==> src/line_defs.svh <==
`ifndef LINE_DEFS_SVH
`define LINE_DEFS_SVH

// Number of parallel line engines, 1 to 4
`define LINE_NUM_ENGINES 2

// Screen coordinate width
`define LINE_COORD_W 10

// Signed Bresenham error and delta width
`define LINE_ERR_W 16

// Address FIFO word width
`define LINE_ADDR_W 31

// Write-data mask width, one bit per byte of a 128-bit beat
`define LINE_MASK_W 16

`endif

==> src/line_pkg.sv <==
package line_pkg;

  `include "line_defs.svh"

  // One x or y screen coordinate
  typedef logic [`LINE_COORD_W-1:0] coord_t;

  // Signed Bresenham error and deltas
  typedef logic signed [`LINE_ERR_W-1:0] err_t;

  // Pixel word, RGB in the low 24 bits, top byte zero
  typedef logic [31:0] color_t;

  // Pixel slot inside an 8-pixel burst
  typedef logic [2:0] pix_idx_t;

  // Address FIFO word
  typedef logic [`LINE_ADDR_W-1:0] mem_addr_t;

  // Active-low byte enables of one beat
  typedef logic [`LINE_MASK_W-1:0] beat_mask_t;

  // One bit per engine
  typedef logic [`LINE_NUM_ENGINES-1:0] eng_vec_t;

endpackage

==> src/line_engine.sv <==
module line_engine (
  input  logic             clk,
  input  logic             rst,
  input  logic             start,
  input  line_pkg::coord_t start_x,
  input  line_pkg::coord_t start_y,
  input  line_pkg::coord_t end_x,
  input  line_pkg::err_t   delta_x,
  input  line_pkg::err_t   delta_y,
  input  line_pkg::err_t   err_init,
  input  logic             ystep_neg,
  input  logic             steep,
  input  line_pkg::color_t color,
  input  logic [5:0]       frame_sel,
  input  logic             pix_done,
  output logic             busy,
  output logic             pix_valid,
  output line_pkg::coord_t pix_col,
  output line_pkg::coord_t pix_row,
  output line_pkg::color_t pix_color,
  output logic [5:0]       pix_frame
);

  // Walk position, in the swapped frame
  line_pkg::coord_t x_r;
  line_pkg::coord_t y_r;
  line_pkg::coord_t end_x_r;
  line_pkg::err_t   err_r;

  // Line constants latched at start
  line_pkg::err_t   dx_r;
  line_pkg::err_t   dy_r;
  logic             yneg_r;
  logic             steep_r;
  line_pkg::color_t color_r;
  logic [5:0]       frame_r;

  logic busy_r;
  logic valid_r;

  logic           load;
  logic           step;
  logic           last_pix;
  line_pkg::err_t err_step;

  assign load     = start && !busy_r;
  assign step     = valid_r && pix_done;
  assign last_pix = (x_r == end_x_r);
  assign err_step = err_r - dy_r;

  // busy rises on start, valid one cycle later
  // valid stays up between pixels and drops with busy after the last one
  always_ff @(posedge clk) begin
    if (rst) begin
      busy_r  <= 1'b0;
      valid_r <= 1'b0;
    end else if (load) begin
      busy_r <= 1'b1;
    end else if (busy_r && !valid_r) begin
      valid_r <= 1'b1;
    end else if (step && last_pix) begin
      busy_r  <= 1'b0;
      valid_r <= 1'b0;
    end
  end

  always_ff @(posedge clk) begin
    if (load) begin
      x_r     <= start_x;
      y_r     <= start_y;
      end_x_r <= end_x;
      err_r   <= err_init;
      dx_r    <= delta_x;
      dy_r    <= delta_y;
      yneg_r  <= ystep_neg;
      steep_r <= steep;
      color_r <= color;
      frame_r <= frame_sel;
    end else if (step && !last_pix) begin
      x_r <= x_r + line_pkg::coord_t'(1);
      // Error went negative, so y takes a step
      if (err_step < 0) begin
        y_r   <= yneg_r ? y_r - line_pkg::coord_t'(1) : y_r + line_pkg::coord_t'(1);
        err_r <= err_step + dx_r;
      end else begin
        err_r <= err_step;
      end
    end
  end

  assign busy      = busy_r;
  assign pix_valid = valid_r;

  // Undo the axis swap for the plotted position
  assign pix_col   = steep_r ? y_r : x_r;
  assign pix_row   = steep_r ? x_r : y_r;
  assign pix_color = color_r;
  assign pix_frame = frame_r;

  // Arbiter may take several cycles, the pixel must not move meanwhile
  a_pix_stable: assert property (@(posedge clk) disable iff (rst)
    (pix_valid && !pix_done) |=>
      $stable({pix_col, pix_row, pix_color, pix_frame}));

endmodule

==> config.mk <==
export PLATFORM = sky130hd
export DESIGN_NAME = line_engine
export DESIGN_NICKNAME = d
export VERILOG_FILES = /design/src/line_pkg.sv /design/src/line_engine.sv
export VERILOG_INCLUDE_DIRS = /design/src
export SDC_FILE = /design/constraint.sdc
export NUM_CORES = 1
export LEC_CHECK = 0
export ABC_AREA = 1
export BUFFER_PORTS_ARGS = -buffer_cell sky130_fd_sc_hd__buf_2
export CAP_MARGIN = 10
export CORE_ASPECT_RATIO = 0.9
export CORE_MARGIN = 2
export CORE_UTILIZATION = 58
export CTS_CLUSTER_DIAMETER = 60
export DETAILED_ROUTE_END_ITERATION = 12
export GPL_TIMING_DRIVEN = 0
export PLACE_DENSITY = 0.82
export SETUP_SLACK_MARGIN = 0.3
export SLEW_MARGIN = 20
export SYNTH_ARGS = -nofsm -noshare
export SYNTH_HDL_FRONTEND = slang
export SYNTH_SLANG_ARGS = --single-unit
==> constraint.sdc <==
create_clock -name clk -period 9 [get_ports clk]
set_clock_uncertainty 0.15 [all_clocks]
set_input_delay 1.8 -clock clk [delete_from_list [all_inputs] [get_ports clk]]
set_output_delay 1.8 -clock clk [all_outputs]
set_load 0.05 [all_outputs]
==> out/metrics.cfg <==
[logic_synthesis]
synth_top_area_cell = edfxtp_1
avgSynthCellArea_um2 = 9.08
synth_top_area_share_pct = 48.8
synth_edf_count = 118
syn_nets = 966
synth.area.top_cells = edfxtp_1, nand2_1, ha_1, inv_1, nand3_1
async_flop_share_pct = 0
synthCells = 799
yosysSeqAreaShare_pct = 49.4
synth_ff_type = edfxtp_1
netlist_area_mm2 = 0.00726
yosys_warnings = 0
yosysUniqueCellTypes = 40
ys_ff_latch = 120

[min_path]
hold_class = reg2reg
holdPathStages = 3

[routing]
drtIter0Drc = 685
vias = 6074
avgViaCountPerCell = 5.17
routedWlPerCell_um = 14.8
dr.pass1.iters = 5
ant_nets = 0
finalWirelength_um = 17300
drc = 0

[floorplan]
io_pins = 182
die_h_um = 110
start_util_pct = 59.9
rows = 38
dieArea_mm2 = 0.0134
core_mm2 = 0.0121
fp.dieW_um = 122

[critical_path]
rrSetupSlack_ns = 5.59
critPathLaunchType = flip-flop
critPathArrivalTime_ns = 1.73
rr_worst_depth = 19
critPathKind = reg2out
cp_data_required_time_ns = 7.05
end_kind = output port
critPathMaxFanout = 10

[sta]
tightest_slew_ns = 0.728
relSlewSlack_pct = 51.5
setup_viol = 0
hold_slack_ns = 0.422
rsz0062_at_grt = false
period_share_pct = 40.9
setup_tns_ns = 0
final_hold_viol_count = 0
fmax_mhz = 272
period_needed_ns = 3.68
slew_violations = 0

[job]
maxCapViolCount = 0

[grt]
grt_pass1_vias = 5706
grt_max_degree = 92
globalRouteOverflowTotal = 0
track_usage_pct = 26.7
antenna_found_initial = 0
grt_pass1_wl_um = 27000

[clock_tree]
cts_root_buf = clkbuf_16
cts_resized = 0
insertion_delay_ns = 0.42
h-tree-depth = 4
cts.clk_slew.worst_paths_ns = 0.06
cts_tree = built
cts_hold_buf = 0
clock-sinks = 120
cts_made_buffers = 17
cts_setup_buffers = 0
clockBufferDepth = 2

[pwr]
leakagePower_nw = 4.38
cellPowerDensity_mw_per_mm2 = 313
ir_worst_vdd_uv = 262

[placement]
dp_hpwl_um = 13100
gp_congestion = 0.892
place_inst = 1141
io_buffers = 181

[finish]
nets = 1167
mostFrequentLayoutCells = nand2_1, buf_2, edfxtp_1
drive_gt1_share_pct = 27.0
final_cells = 1174
layout_commonest_cell = nand2_1
areaGrowthSynthToFinish_pct = 23.8
utilization_pct = 74.1

[outcome]
status = finished clean

-- final cells by class --
| class | instances | area (um2) |
|---|---|---|
| sequential | 120 | 3580 |
| fill | 934 | 3140 |
| multi-input combinational | 545 | 3120 |
| timing repair buffer | 182 | 933 |
| inverter | 119 | 447 |
| clock buffer | 17 | 425 |
| tap | 160 | 200 |
| clock inverter | 15 | 154 |
| buffer | 15 | 116 |
| antenna | 1 | 2.50 |
-- final timing paths --
| path | startpoint | end |
|---|---|---|
| max | steep_r | pix_row[6] |
| max reg2reg | err_r[0] | err_r[13] |
| min reg2reg | pix_valid | busy |
| min | pix_valid | busy |
-- flip-flops by register name (all words and copies together), names as in the netlist --
register / count
dx_r: 16
pix_frame: 6
busy: 1
steep_r: 1
err_r: 16
x_r: 10
pix_color: 32
yneg_r: 1
y_r: 10
pix_valid: 1
end_x_r: 10
dy_r: 16
-- metal layers --
layer	global-route usage [%]	share of wire, %	vias up
li1	-	-	3062
met1	35.9	44	2743
met2	42.7	47	253
met3	7.15	8.7	16
met4	8.46	1.2	0
met5	0	0	-
-- worst max-delay path: stages, from the launching register on --
cell and delay (ns):
edfxtp_1 0.38, buf_1 0.35, nor2_1 0.09, a21oi_1 0.20, buf_2 0.30
-- Yosys cell counts (2+ instances only) --
master and instances:
xor2_1 24, nor2_1 46, xnor2_1 8, fa_1 3, o21ai_0 30, nand2_4 5
a21oi_1 34, clkbuf_1 6, buf_4 2, and2_1 2, nand4_1 9, or2_2 2
nor3_1 5, buf_2 2, a21oi_2 2, inv_1 114, inv_2 4, dfxtp_1 2
ha_1 42, edfxtp_1 118, nand2_1 224, nor2_4 2, a31oi_1 4, nand3_2 27
nand2_2 5, buf_12 2, nand3_1 62
-- cells by family after synthesis --
| kind of cell | synth area share (%) |
|---|---|
| XOR/XNOR | 3.86 |
| adder cells (fa/ha/maj) | 8.07 |
| AO/OA/AOI/OAI | 5.31 |
| AND/OR/NAND/NOR | 25.6 |
| buffers and inverters | 7.76 |
| flip-flops | 49.4 |
-- per-stage QoR --
step                setup slack (ns)  instance area (um2)  total power [W]
floorplan                       4.30                 7260          0.00183
global placement                3.26                 8360          0.00211
detailed placement              5.18                 8400          0.00214
CTS                             5.36                 8980          0.00281
global route                    5.22                 8980          0.00302
finish                          5.32                 8980          0.00282
-- report_power, final --
part           switching, W  total [W]  internal, W  leakage [nW]
clock network      0.000255   0.000661     0.000406         0.275
logic              0.000914    0.00140     0.000483          2.96
registers         0.0000415   0.000759     0.000718          1.15
(Power assumes the default switching activity.)
