## src/line_defs.svh

```systemverilog
`ifndef LINE_DEFS_SVH
`define LINE_DEFS_SVH

// Number of parallel line engines, 1 to 4
`define LINE_NUM_ENGINES 2

// Screen coordinate width
`define LINE_COORD_W 10

// Signed Bresenham error and delta width
`define LINE_ERR_W 16

// Address FIFO word width
`define LINE_ADDR_W 31

// Write-data mask width, one bit per byte of a 128-bit beat
`define LINE_MASK_W 16

`endif

```

## src/line_pkg.sv

```systemverilog
package line_pkg;

  `include "line_defs.svh"

  // One x or y screen coordinate
  typedef logic [`LINE_COORD_W-1:0] coord_t;

  // Signed Bresenham error and deltas
  typedef logic signed [`LINE_ERR_W-1:0] err_t;

  // Pixel word, RGB in the low 24 bits, top byte zero
  typedef logic [31:0] color_t;

  // Pixel slot inside an 8-pixel burst
  typedef logic [2:0] pix_idx_t;

  // Address FIFO word
  typedef logic [`LINE_ADDR_W-1:0] mem_addr_t;

  // Active-low byte enables of one beat
  typedef logic [`LINE_MASK_W-1:0] beat_mask_t;

  // One bit per engine
  typedef logic [`LINE_NUM_ENGINES-1:0] eng_vec_t;

endpackage

```

## src/line_setup.sv

```systemverilog
module line_setup (
  input  logic               clk,
  input  logic               rst,
  input  line_pkg::color_t   color,
  input  line_pkg::coord_t   point,
  input  logic               color_valid,
  input  logic               x0_valid,
  input  logic               y0_valid,
  input  logic               x1_valid,
  input  logic               y1_valid,
  input  logic               trigger,
  input  logic [31:0]        frame_base,
  input  line_pkg::eng_vec_t busy,
  output logic               ready,
  output line_pkg::eng_vec_t start,
  output line_pkg::coord_t   start_x,
  output line_pkg::coord_t   start_y,
  output line_pkg::coord_t   end_x,
  output line_pkg::err_t     delta_x,
  output line_pkg::err_t     delta_y,
  output line_pkg::err_t     err_init,
  output logic               ystep_neg,
  output logic               steep,
  output line_pkg::color_t   color_out,
  output logic [5:0]         frame_sel
);

  typedef enum logic {S_IDLE, S_HOLD} state_t;

  state_t state;

  // Host-loaded endpoints and color
  line_pkg::coord_t x0_r;
  line_pkg::coord_t y0_r;
  line_pkg::coord_t x1_r;
  line_pkg::coord_t y1_r;
  line_pkg::color_t color_r;

  line_pkg::coord_t abs_dx;
  line_pkg::coord_t abs_dy;
  logic             is_steep;
  line_pkg::coord_t ax0;
  line_pkg::coord_t ay0;
  line_pkg::coord_t ax1;
  line_pkg::coord_t ay1;
  line_pkg::coord_t sx0;
  line_pkg::coord_t sy0;
  line_pkg::coord_t sx1;
  line_pkg::coord_t sy1;
  line_pkg::coord_t run_x;
  line_pkg::coord_t rise_y;

  line_pkg::eng_vec_t free_eng;
  logic               accept;

  // Strobed host registers
  always_ff @(posedge clk) begin
    if (color_valid)
      color_r <= color;
    if (x0_valid)
      x0_r <= point;
    if (y0_valid)
      y0_r <= point;
    if (x1_valid)
      x1_r <= point;
    if (y1_valid)
      y1_r <= point;
  end

  // Steep test, swaps and deltas
  always_comb begin
    abs_dx = (x1_r > x0_r) ? x1_r - x0_r : x0_r - x1_r;
    abs_dy = (y1_r > y0_r) ? y1_r - y0_r : y0_r - y1_r;
    is_steep = abs_dy > abs_dx;
    // Steep lines walk along y, so trade axes
    ax0 = is_steep ? y0_r : x0_r;
    ay0 = is_steep ? x0_r : y0_r;
    ax1 = is_steep ? y1_r : x1_r;
    ay1 = is_steep ? x1_r : y1_r;
    // Always walk toward increasing x
    if (ax0 > ax1) begin
      sx0 = ax1;
      sy0 = ay1;
      sx1 = ax0;
      sy1 = ay0;
    end else begin
      sx0 = ax0;
      sy0 = ay0;
      sx1 = ax1;
      sy1 = ay1;
    end
    run_x = sx1 - sx0;
    rise_y = (sy1 > sy0) ? sy1 - sy0 : sy0 - sy1;
  end

  assign ready  = (state == S_IDLE);
  assign accept = ready && trigger;

  // Prepared line, held until an engine takes it
  always_ff @(posedge clk) begin
    if (accept) begin
      start_x   <= sx0;
      start_y   <= sy0;
      end_x     <= sx1;
      delta_x   <= line_pkg::err_t'(run_x);
      delta_y   <= line_pkg::err_t'(rise_y);
      err_init  <= line_pkg::err_t'(run_x >> 1);
      ystep_neg <= sy0 > sy1;
      steep     <= is_steep;
      color_out <= color_r;
      frame_sel <= frame_base[27:22];
    end
  end

  always_ff @(posedge clk) begin
    if (rst) begin
      state <= S_IDLE;
    end else begin
      case (state)
        S_IDLE: begin
          if (trigger)
            state <= S_HOLD;
        end
        S_HOLD: begin
          if (|free_eng)
            state <= S_IDLE;
        end
        default: state <= S_IDLE;
      endcase
    end
  end

  // Lowest free engine wins
  assign free_eng = ~busy;
  assign start = (state == S_HOLD) ?
                 (free_eng & (~free_eng + line_pkg::eng_vec_t'(1))) : '0;

  a_start_onehot: assert property (@(posedge clk) disable iff (rst)
    $onehot0(start));

  // Never hand a line to an engine that is still walking
  a_start_free: assert property (@(posedge clk) disable iff (rst)
    (start & busy) == '0);

  // Engine picks the line up and reports busy next cycle
  a_start_taken: assert property (@(posedge clk) disable iff (rst)
    (start != '0) |=> ((busy & $past(start)) == $past(start)));

endmodule

```

## config.mk

```make
export PLATFORM = sky130hd
export DESIGN_NAME = line_setup
export DESIGN_NICKNAME = d
export VERILOG_FILES = /design/src/line_pkg.sv /design/src/line_setup.sv
export VERILOG_INCLUDE_DIRS = /design/src
export SDC_FILE = /design/constraint.sdc
export NUM_CORES = 1
export LEC_CHECK = 0
export BUFFER_PORTS_ARGS = -buffer_cell sky130_fd_sc_hd__clkbuf_2
export CAP_MARGIN = 20
export CELL_PAD_IN_SITES_DETAIL_PLACEMENT = 1
export CELL_PAD_IN_SITES_GLOBAL_PLACEMENT = 1
export CORE_ASPECT_RATIO = 0.6
export CORE_MARGIN = 5
export CORE_UTILIZATION = 39
export DETAILED_ROUTE_END_ITERATION = 10
export PLACE_DENSITY_LB_ADDON = 0.1
export SYNTH_ARGS = -nofsm -noshare
export SYNTH_HDL_FRONTEND = slang
export SYNTH_SLANG_ARGS = --single-unit
```

## constraint.sdc

```tcl
create_clock -name clk -period 11.3 [get_ports clk]
set_input_delay 0.565 -clock clk [delete_from_list [all_inputs] [get_ports clk]]
set_output_delay 0.565 -clock clk [all_outputs]
set_load 0.01 [all_outputs]
```

==> results of run 1 <==
## worst max-delay path by stage
stage	start	end	cells after the start
finish	y1_r[0]	delta_y[7]	50
CTS	y0_r[0]	delta_y[8]	46
floorplan	y1_r[0]	delta_y[8]	50
global route	y1_r[0]	delta_y[7]	49
detailed placement	y0_r[0]	delta_y[8]	46
global placement	y1_r[0]	delta_y[8]	47
## layer usage
layer,vias up,wire [um],global-route usage
met4,0,263,0.03623
met2,158,12800,0.3018
met5,-,0,0
met3,18,1600,0.05496
li1,3642,-,-
met1,3676,15230,0.3102
## stage by stage
step	hold slack (ns)	setup WS (ns)	util
after floorplan	0.4003	0.4956	-
after global placement	0.4001	0.2887	0.4531
after detailed placement	0.4052	0.1179	0.4531
after CTS	0.2529	0.03755	0.4772
after global routing	0.2508	0.01512	0.4806
final	0.2739	0.6200	0.4806
## cell families after synthesis
logic type               count (synthesis)  synth area share
XOR/XNOR                                30           0.02651
multiplexers                            46           0.04809
AO/OA/AOI/OAI                          220            0.1502
adder cells (fa/ha/maj)                 87            0.1134
buffers and inverters                  148           0.06880
other                                    1         0.0003783
AND/OR/NAND/NOR                        213           0.09985
flip-flops                             163            0.4928
## final cells by class
type                       count  area, um^2  share of cell area
sequential                   163        4885              0.4038
timing repair buffer         231        1374              0.1136
multi-input combinational    615        4484              0.3707
clock inverter                14       176.4             0.01458
tap                          329       411.6             0.03403
clock buffer                  18       429.2             0.03548
inverter                      89       336.6             0.02782
## state kept, by name, indices dropped and copies added (netlist names)
name / flops
x0_r: 10
y1_r: 10
color_out: 32
steep: 1
ystep_neg: 1
delta_x: 1
color_r: 32
state: 1
err_init: 9
delta_y: 10
end_x: 10
frame_sel: 6
start_x: 10
start_y: 10
x1_r: 10
y0_r: 10
## cells in the final DEF (no fill, tap or decap), types with 4 or more instances in the layout
cell type	n
edfxtp_1	162
clkbuf_2	159
inv_1	87
ha_1	77
buf_4	69
a21oi_1	67
nand2_1	67
nor2_1	64
a21o_1	41
mux2i_1	32
o211ai_1	25
o21ai_0	20
conb_1	19
xnor2_1	17
clkbuf_16	17
and2_1	14
mux2_2	13
xor2_1	13
nor3_1	13
nand4_1	11
a211oi_1	11
a21oi_2	8
nor2b_1	8
nand3_1	7
or2_2	7
or3_1	6
fa_1	6
o21bai_1	5
o21a_1	4
maj3_1	4
## what timing repair did
action,4_1_cts,5_1_grt
setup buffers,0,4
endpoints found under the setup margin,0,9
resized for setup,0,19
## critical path, delay by kind of cell, from the launching register on
family | cells | cell delay [ns]
buffers and inverters | 8 | 1.06
muxes | 3 | 0.85
DFF | 1 | 0.44
AOI/OAI and AO/OA | 20 | 4.03
and+or+nand+nor | 11 | 2.08
xor gates and xnor gates | 2 | 0.31
adders and majority gates | 6 | 1.62
==> flow_summary.yaml, run 1 <==
status:
  status: "completed"
synth:
  synthCells: 908
  ys_seq_area_frac: 0.4928
  synth-seq-cells: 163
  synth_top_area_frac: 0.4908
  synthFlopType: "edfxtp_1"
  synth.largest_area_cell: "edfxtp_1"
  netlist_area_um2: 9912
  synth_edf_count: 162
  async_flop_share: 0
  synth_most_common_cell: "edfxtp_1"
  synth_cell_types: 68
  synth_commonest_cells: "edfxtp_1, inv_1, ha_1"
  synth.avg_cell_area_um2: 10.92
  ys_top_cells_by_area: "edfxtp_1, ha_1, a21oi_1, inv_1, mux2i_1"
  ys_warn_count: 0
floorplan:
  boundaryPins: 205
  dieArea_um2: 28810
  row_count: 45
  die_h_um: 133.5
  fp.dieW_um: 215.8
  start_util: 0.3938
  core_area_um2: 25170
cells_and_area:
  nets: 1284
  nFillCells: 2793
  antennaDiodeCount: 0
  layout-drive-gt1-share: 0.2752
  design_area_um2: 12100
  final_cell_count_no_fill: 1459
  area_delta_synth_final_pct: 22.04
sta:
  setup_viol: 0
  slew_viol_final: 0
  rsz0062_at_grt: "no"
  hold_violations: 0
  tightest_slew_ns: 1.008
  period_needed_ns: 10.68
  fin_skew_ns: 0.01450
  timing.final.crit_share: 0.9451
  fmax_mhz: 93.63
  fin_setup_tns_ns: 0
  relSlewSlack: 0.3283
clocking:
  hold_buffers: 0
  cts_sinks: 163
  cts_tree: "built"
  cts_made_buffers: 17
  htree_levels: 4
  clk_latency_ns: 0.45
  clockBufferDepth: 2
  cts-root-buf: "clkbuf_16"
  path_clk_slew_ns: 0.07
worst_setup_path:
  critPathSlowestCell: "or3b_2"
  reg2reg_to: "delta_y[7]"
  rrSetupSlack_ns: 0.62
  critical_path_class: "flip-flop to flip-flop"
  cp-end-kind: "flip-flop"
  cp-start-kind: "flip-flop"
  arrival_ns: 10.86
  cp_max_fo: 21
  cp_slowest_stage_delay_ns: 0.49
  critPathMostFrequentCell: "a21o_1"
  reg2reg_from: "y1_r[0]"
  crit_required_ns: 11.48
  reg2regPathDepth: 50
detailed_routing:
  routed_wl_um: 29890
  dr.pass1.iters: 5
  drc: 0
  detail-route-antenna-nets: 0
  vias: 7494
  wl_per_cell_um: 20.49
  viasPerCell: 5.136
  first_iter_violations: 511
place:
  dp_hpwl_um: 23690
  place_inst: 1423
  placed_area_um2: 11400
  gp_congestion: 0.8342
  portBuffers: 159
min_path:
  hold_end: "state"
  holdPathStages: 2
  hp-start: "rst"
  hp-class: "input port to flip-flop"
global_route:
  grt_usage: 0.2060
  grt_start_max_net_pins: 79
  antenna_found_initial: 0
  grt_pass1_wl_um: 45790
  grt_pass1_vias: 7674
  overflow: 0
flow_run:
  maxCapViolations: 0
Power of run 1 is not shown: default switching activity piles up to over one toggle a cycle in this logic, so the estimate is an artifact.
==> run 2, diff against run 1 <==
--- a/config.mk
+++ b/config.mk
@@ -6,6 +6,7 @@
 export SDC_FILE = /design/constraint.sdc
 export NUM_CORES = 1
 export LEC_CHECK = 0
+export ABC_CLOCK_PERIOD_IN_PS = 9820
 export BUFFER_PORTS_ARGS = -buffer_cell sky130_fd_sc_hd__clkbuf_2
 export CAP_MARGIN = 20
 export CELL_PAD_IN_SITES_DETAIL_PLACEMENT = 1
==> constraint.sdc (replaced) <==
create_clock -name clk -period 9.82 [get_ports clk]
set_input_delay 0.491 -clock clk [delete_from_list [all_inputs] [get_ports clk]]
set_output_delay 0.491 -clock clk [all_outputs]
set_load 0.01 [all_outputs]
==> flow_summary.yaml, run 2 (synthesis results as in run 1) <==
worst_setup_path:
  critPathMostFrequentCell: "a21o_1"
  critical_path_class: "flip-flop to flip-flop"
  critPathSlowestCell: "edfxtp_1"
  cp_slowest_stage_delay_ns: 0.42
  arrival_ns: 10.03
  crit_required_ns: 10.02
  cp-end-kind: "flip-flop"
  cp-start-kind: "flip-flop"
  cp_max_fo: 8
global_route:
  grt_pass1_vias: 8509
  grt_pass1_wl_um: 49990
  busiest_layer: "met1"
  antenna_found_initial: 0
  use_met1: 0.3373
  overflow: 0
  grt_use_met3: 0.04997
  grt_usage: 0.2245
  grt_start_max_net_pins: 81
  use_met2: 0.3334
sta:
  timing.final.crit_share: 1.001
  rsz0062_at_grt: "yes"
  fin_skew_ns: 0.01615
  relSlewSlack: 0.2929
  fmax_mhz: 101.7
  period_needed_ns: 9.830
  tightest_slew_ns: 1.061
  fin_ws_ns: -0.009507
  setup_viol: 3
  slew_viol_final: 0
  hold_violations: 0
detailed_routing:
  dr.pass1.iters: 5
  detail-route-antenna-nets: 0
  wl_per_cell_um: 20.55
  first_iter_violations: 602
  viasPerCell: 5.176
  vias: 8256
  drc: 0
  routed_wl_um: 32780
cells_and_area:
  final_cell_mix: "buf_4, edfxtp_1, clkbuf_2"
  final_core_util: 0.5337
  antennaDiodeCount: 0
  nFillCells: 2784
  layout-drive-gt1-share: 0.3847
  nets: 1420
  area_delta_synth_final_pct: 35.52
  reg_top3: "color_out x32, color_r x32"
  layout_commonest_cell: "buf_4"
floorplan:
  fp.dieW_um: 215.8
  row_count: 45
  boundaryPins: 205
  start_util: 0.3938
  core_area_um2: 25170
  die_h_um: 133.5
  dieArea_um2: 28810
clocking:
  cts-root-buf: "clkbuf_16"
  htree_levels: 4
  clk_latency_ns: 0.45
  clockBufferDepth: 2
  cts_sinks: 163
  cts_made_buffers: 17
  cts_tree: "built"
  path_clk_slew_ns: 0.08
min_path:
  hp-class: "input port to flip-flop"
place:
  portBuffers: 159
  gp_congestion: 0.8619
  dp_hpwl_um: 25400
flow_run:
  maxCapViolations: 0
status:
  status: "finished with violations"
  violations: "setup timing"
run 2: cell types whose count changed in the layout (fill, tap and decap cells not counted), sizes merged:
cell      change
buf         +134
clkinv        +4
bufinv        -3
clkinvlp      -3
inv           +3
bufbuf        +1
run 2: worst max-delay path: cells and delay by family, from the launching register on:
| family | cells | cell delay (ns) |
|---|---|---|
| buf+inv | 10 | 1.14 |
| mux | 3 | 0.84 |
| flops | 1 | 0.42 |
| fa+ha+maj | 6 | 1.54 |
| xor+xnor | 2 | 0.14 |
| simple gates | 6 | 1.21 |
| compound gates | 24 | 4.30 |
run 2: metal layers:
layer | wire length, um | up-vias | part of all wire
met2 | 14230 | 191 | 0.43
li1 | - | 3932 | -
met5 | 0 | - | 0
met1 | 16540 | 4099 | 0.50
met4 | 426 | 0 | 0.013
met3 | 1583 | 34 | 0.048
run 2: final timing paths:
path | depth (start not counted) | startpoint | slack, ns | endpoint
min reg2reg | 0 | color_r[0] | 0.41 | color_out[0]
max | 51 | y1_r[0] | -0.01 | delta_y[6]
min | 2 | rst | 0.20 | state
max reg2reg | 51 | y1_r[0] | -0.01 | delta_y[6]
run 2: cell type report:
cell class / count / area (um^2) / share of cell area
flip-flops and latches: 163 / 4885 / 0.3636
multi-input cells: 615 / 4732 / 0.3523
repair buffers: 367 / 2471 / 0.1840
clock buffers: 17 / 425.4 / 0.03167
well taps: 329 / 411.6 / 0.03064
inverters: 89 / 341.6 / 0.02543
clock inverters: 15 / 166.4 / 0.01239
run 2: per-stage QoR:
stage	setup TNS, ns	cells	setup WS [ns]	hold slack (ns)	instance area [um^2]
floorplan	0	926	0.01968	0.4003	10060
CTS	0	1581	0.01252	0.1755	13060
global placement	-1.753	1537	-0.3706	0.4003	12250
global route	-2.590	1595	-0.4758	0.1846	13430
detailed placement	-4.718	1537	-0.7276	0.4056	12250
finish	-0.02552	1595	-0.009507	0.1964	13430
run 2: repair_timing:
item / CTS / global route
setup buffers: 11 / 13
hold endpoints to repair: 0 / 0
hold buffers: 0 / 0
gates resized for setup: 27 / 57
setup endpoints to repair: 10 / 10
pin swaps: 21 / 43
cloned: 1 / 1
Power of run 2 is left out for the same reason.
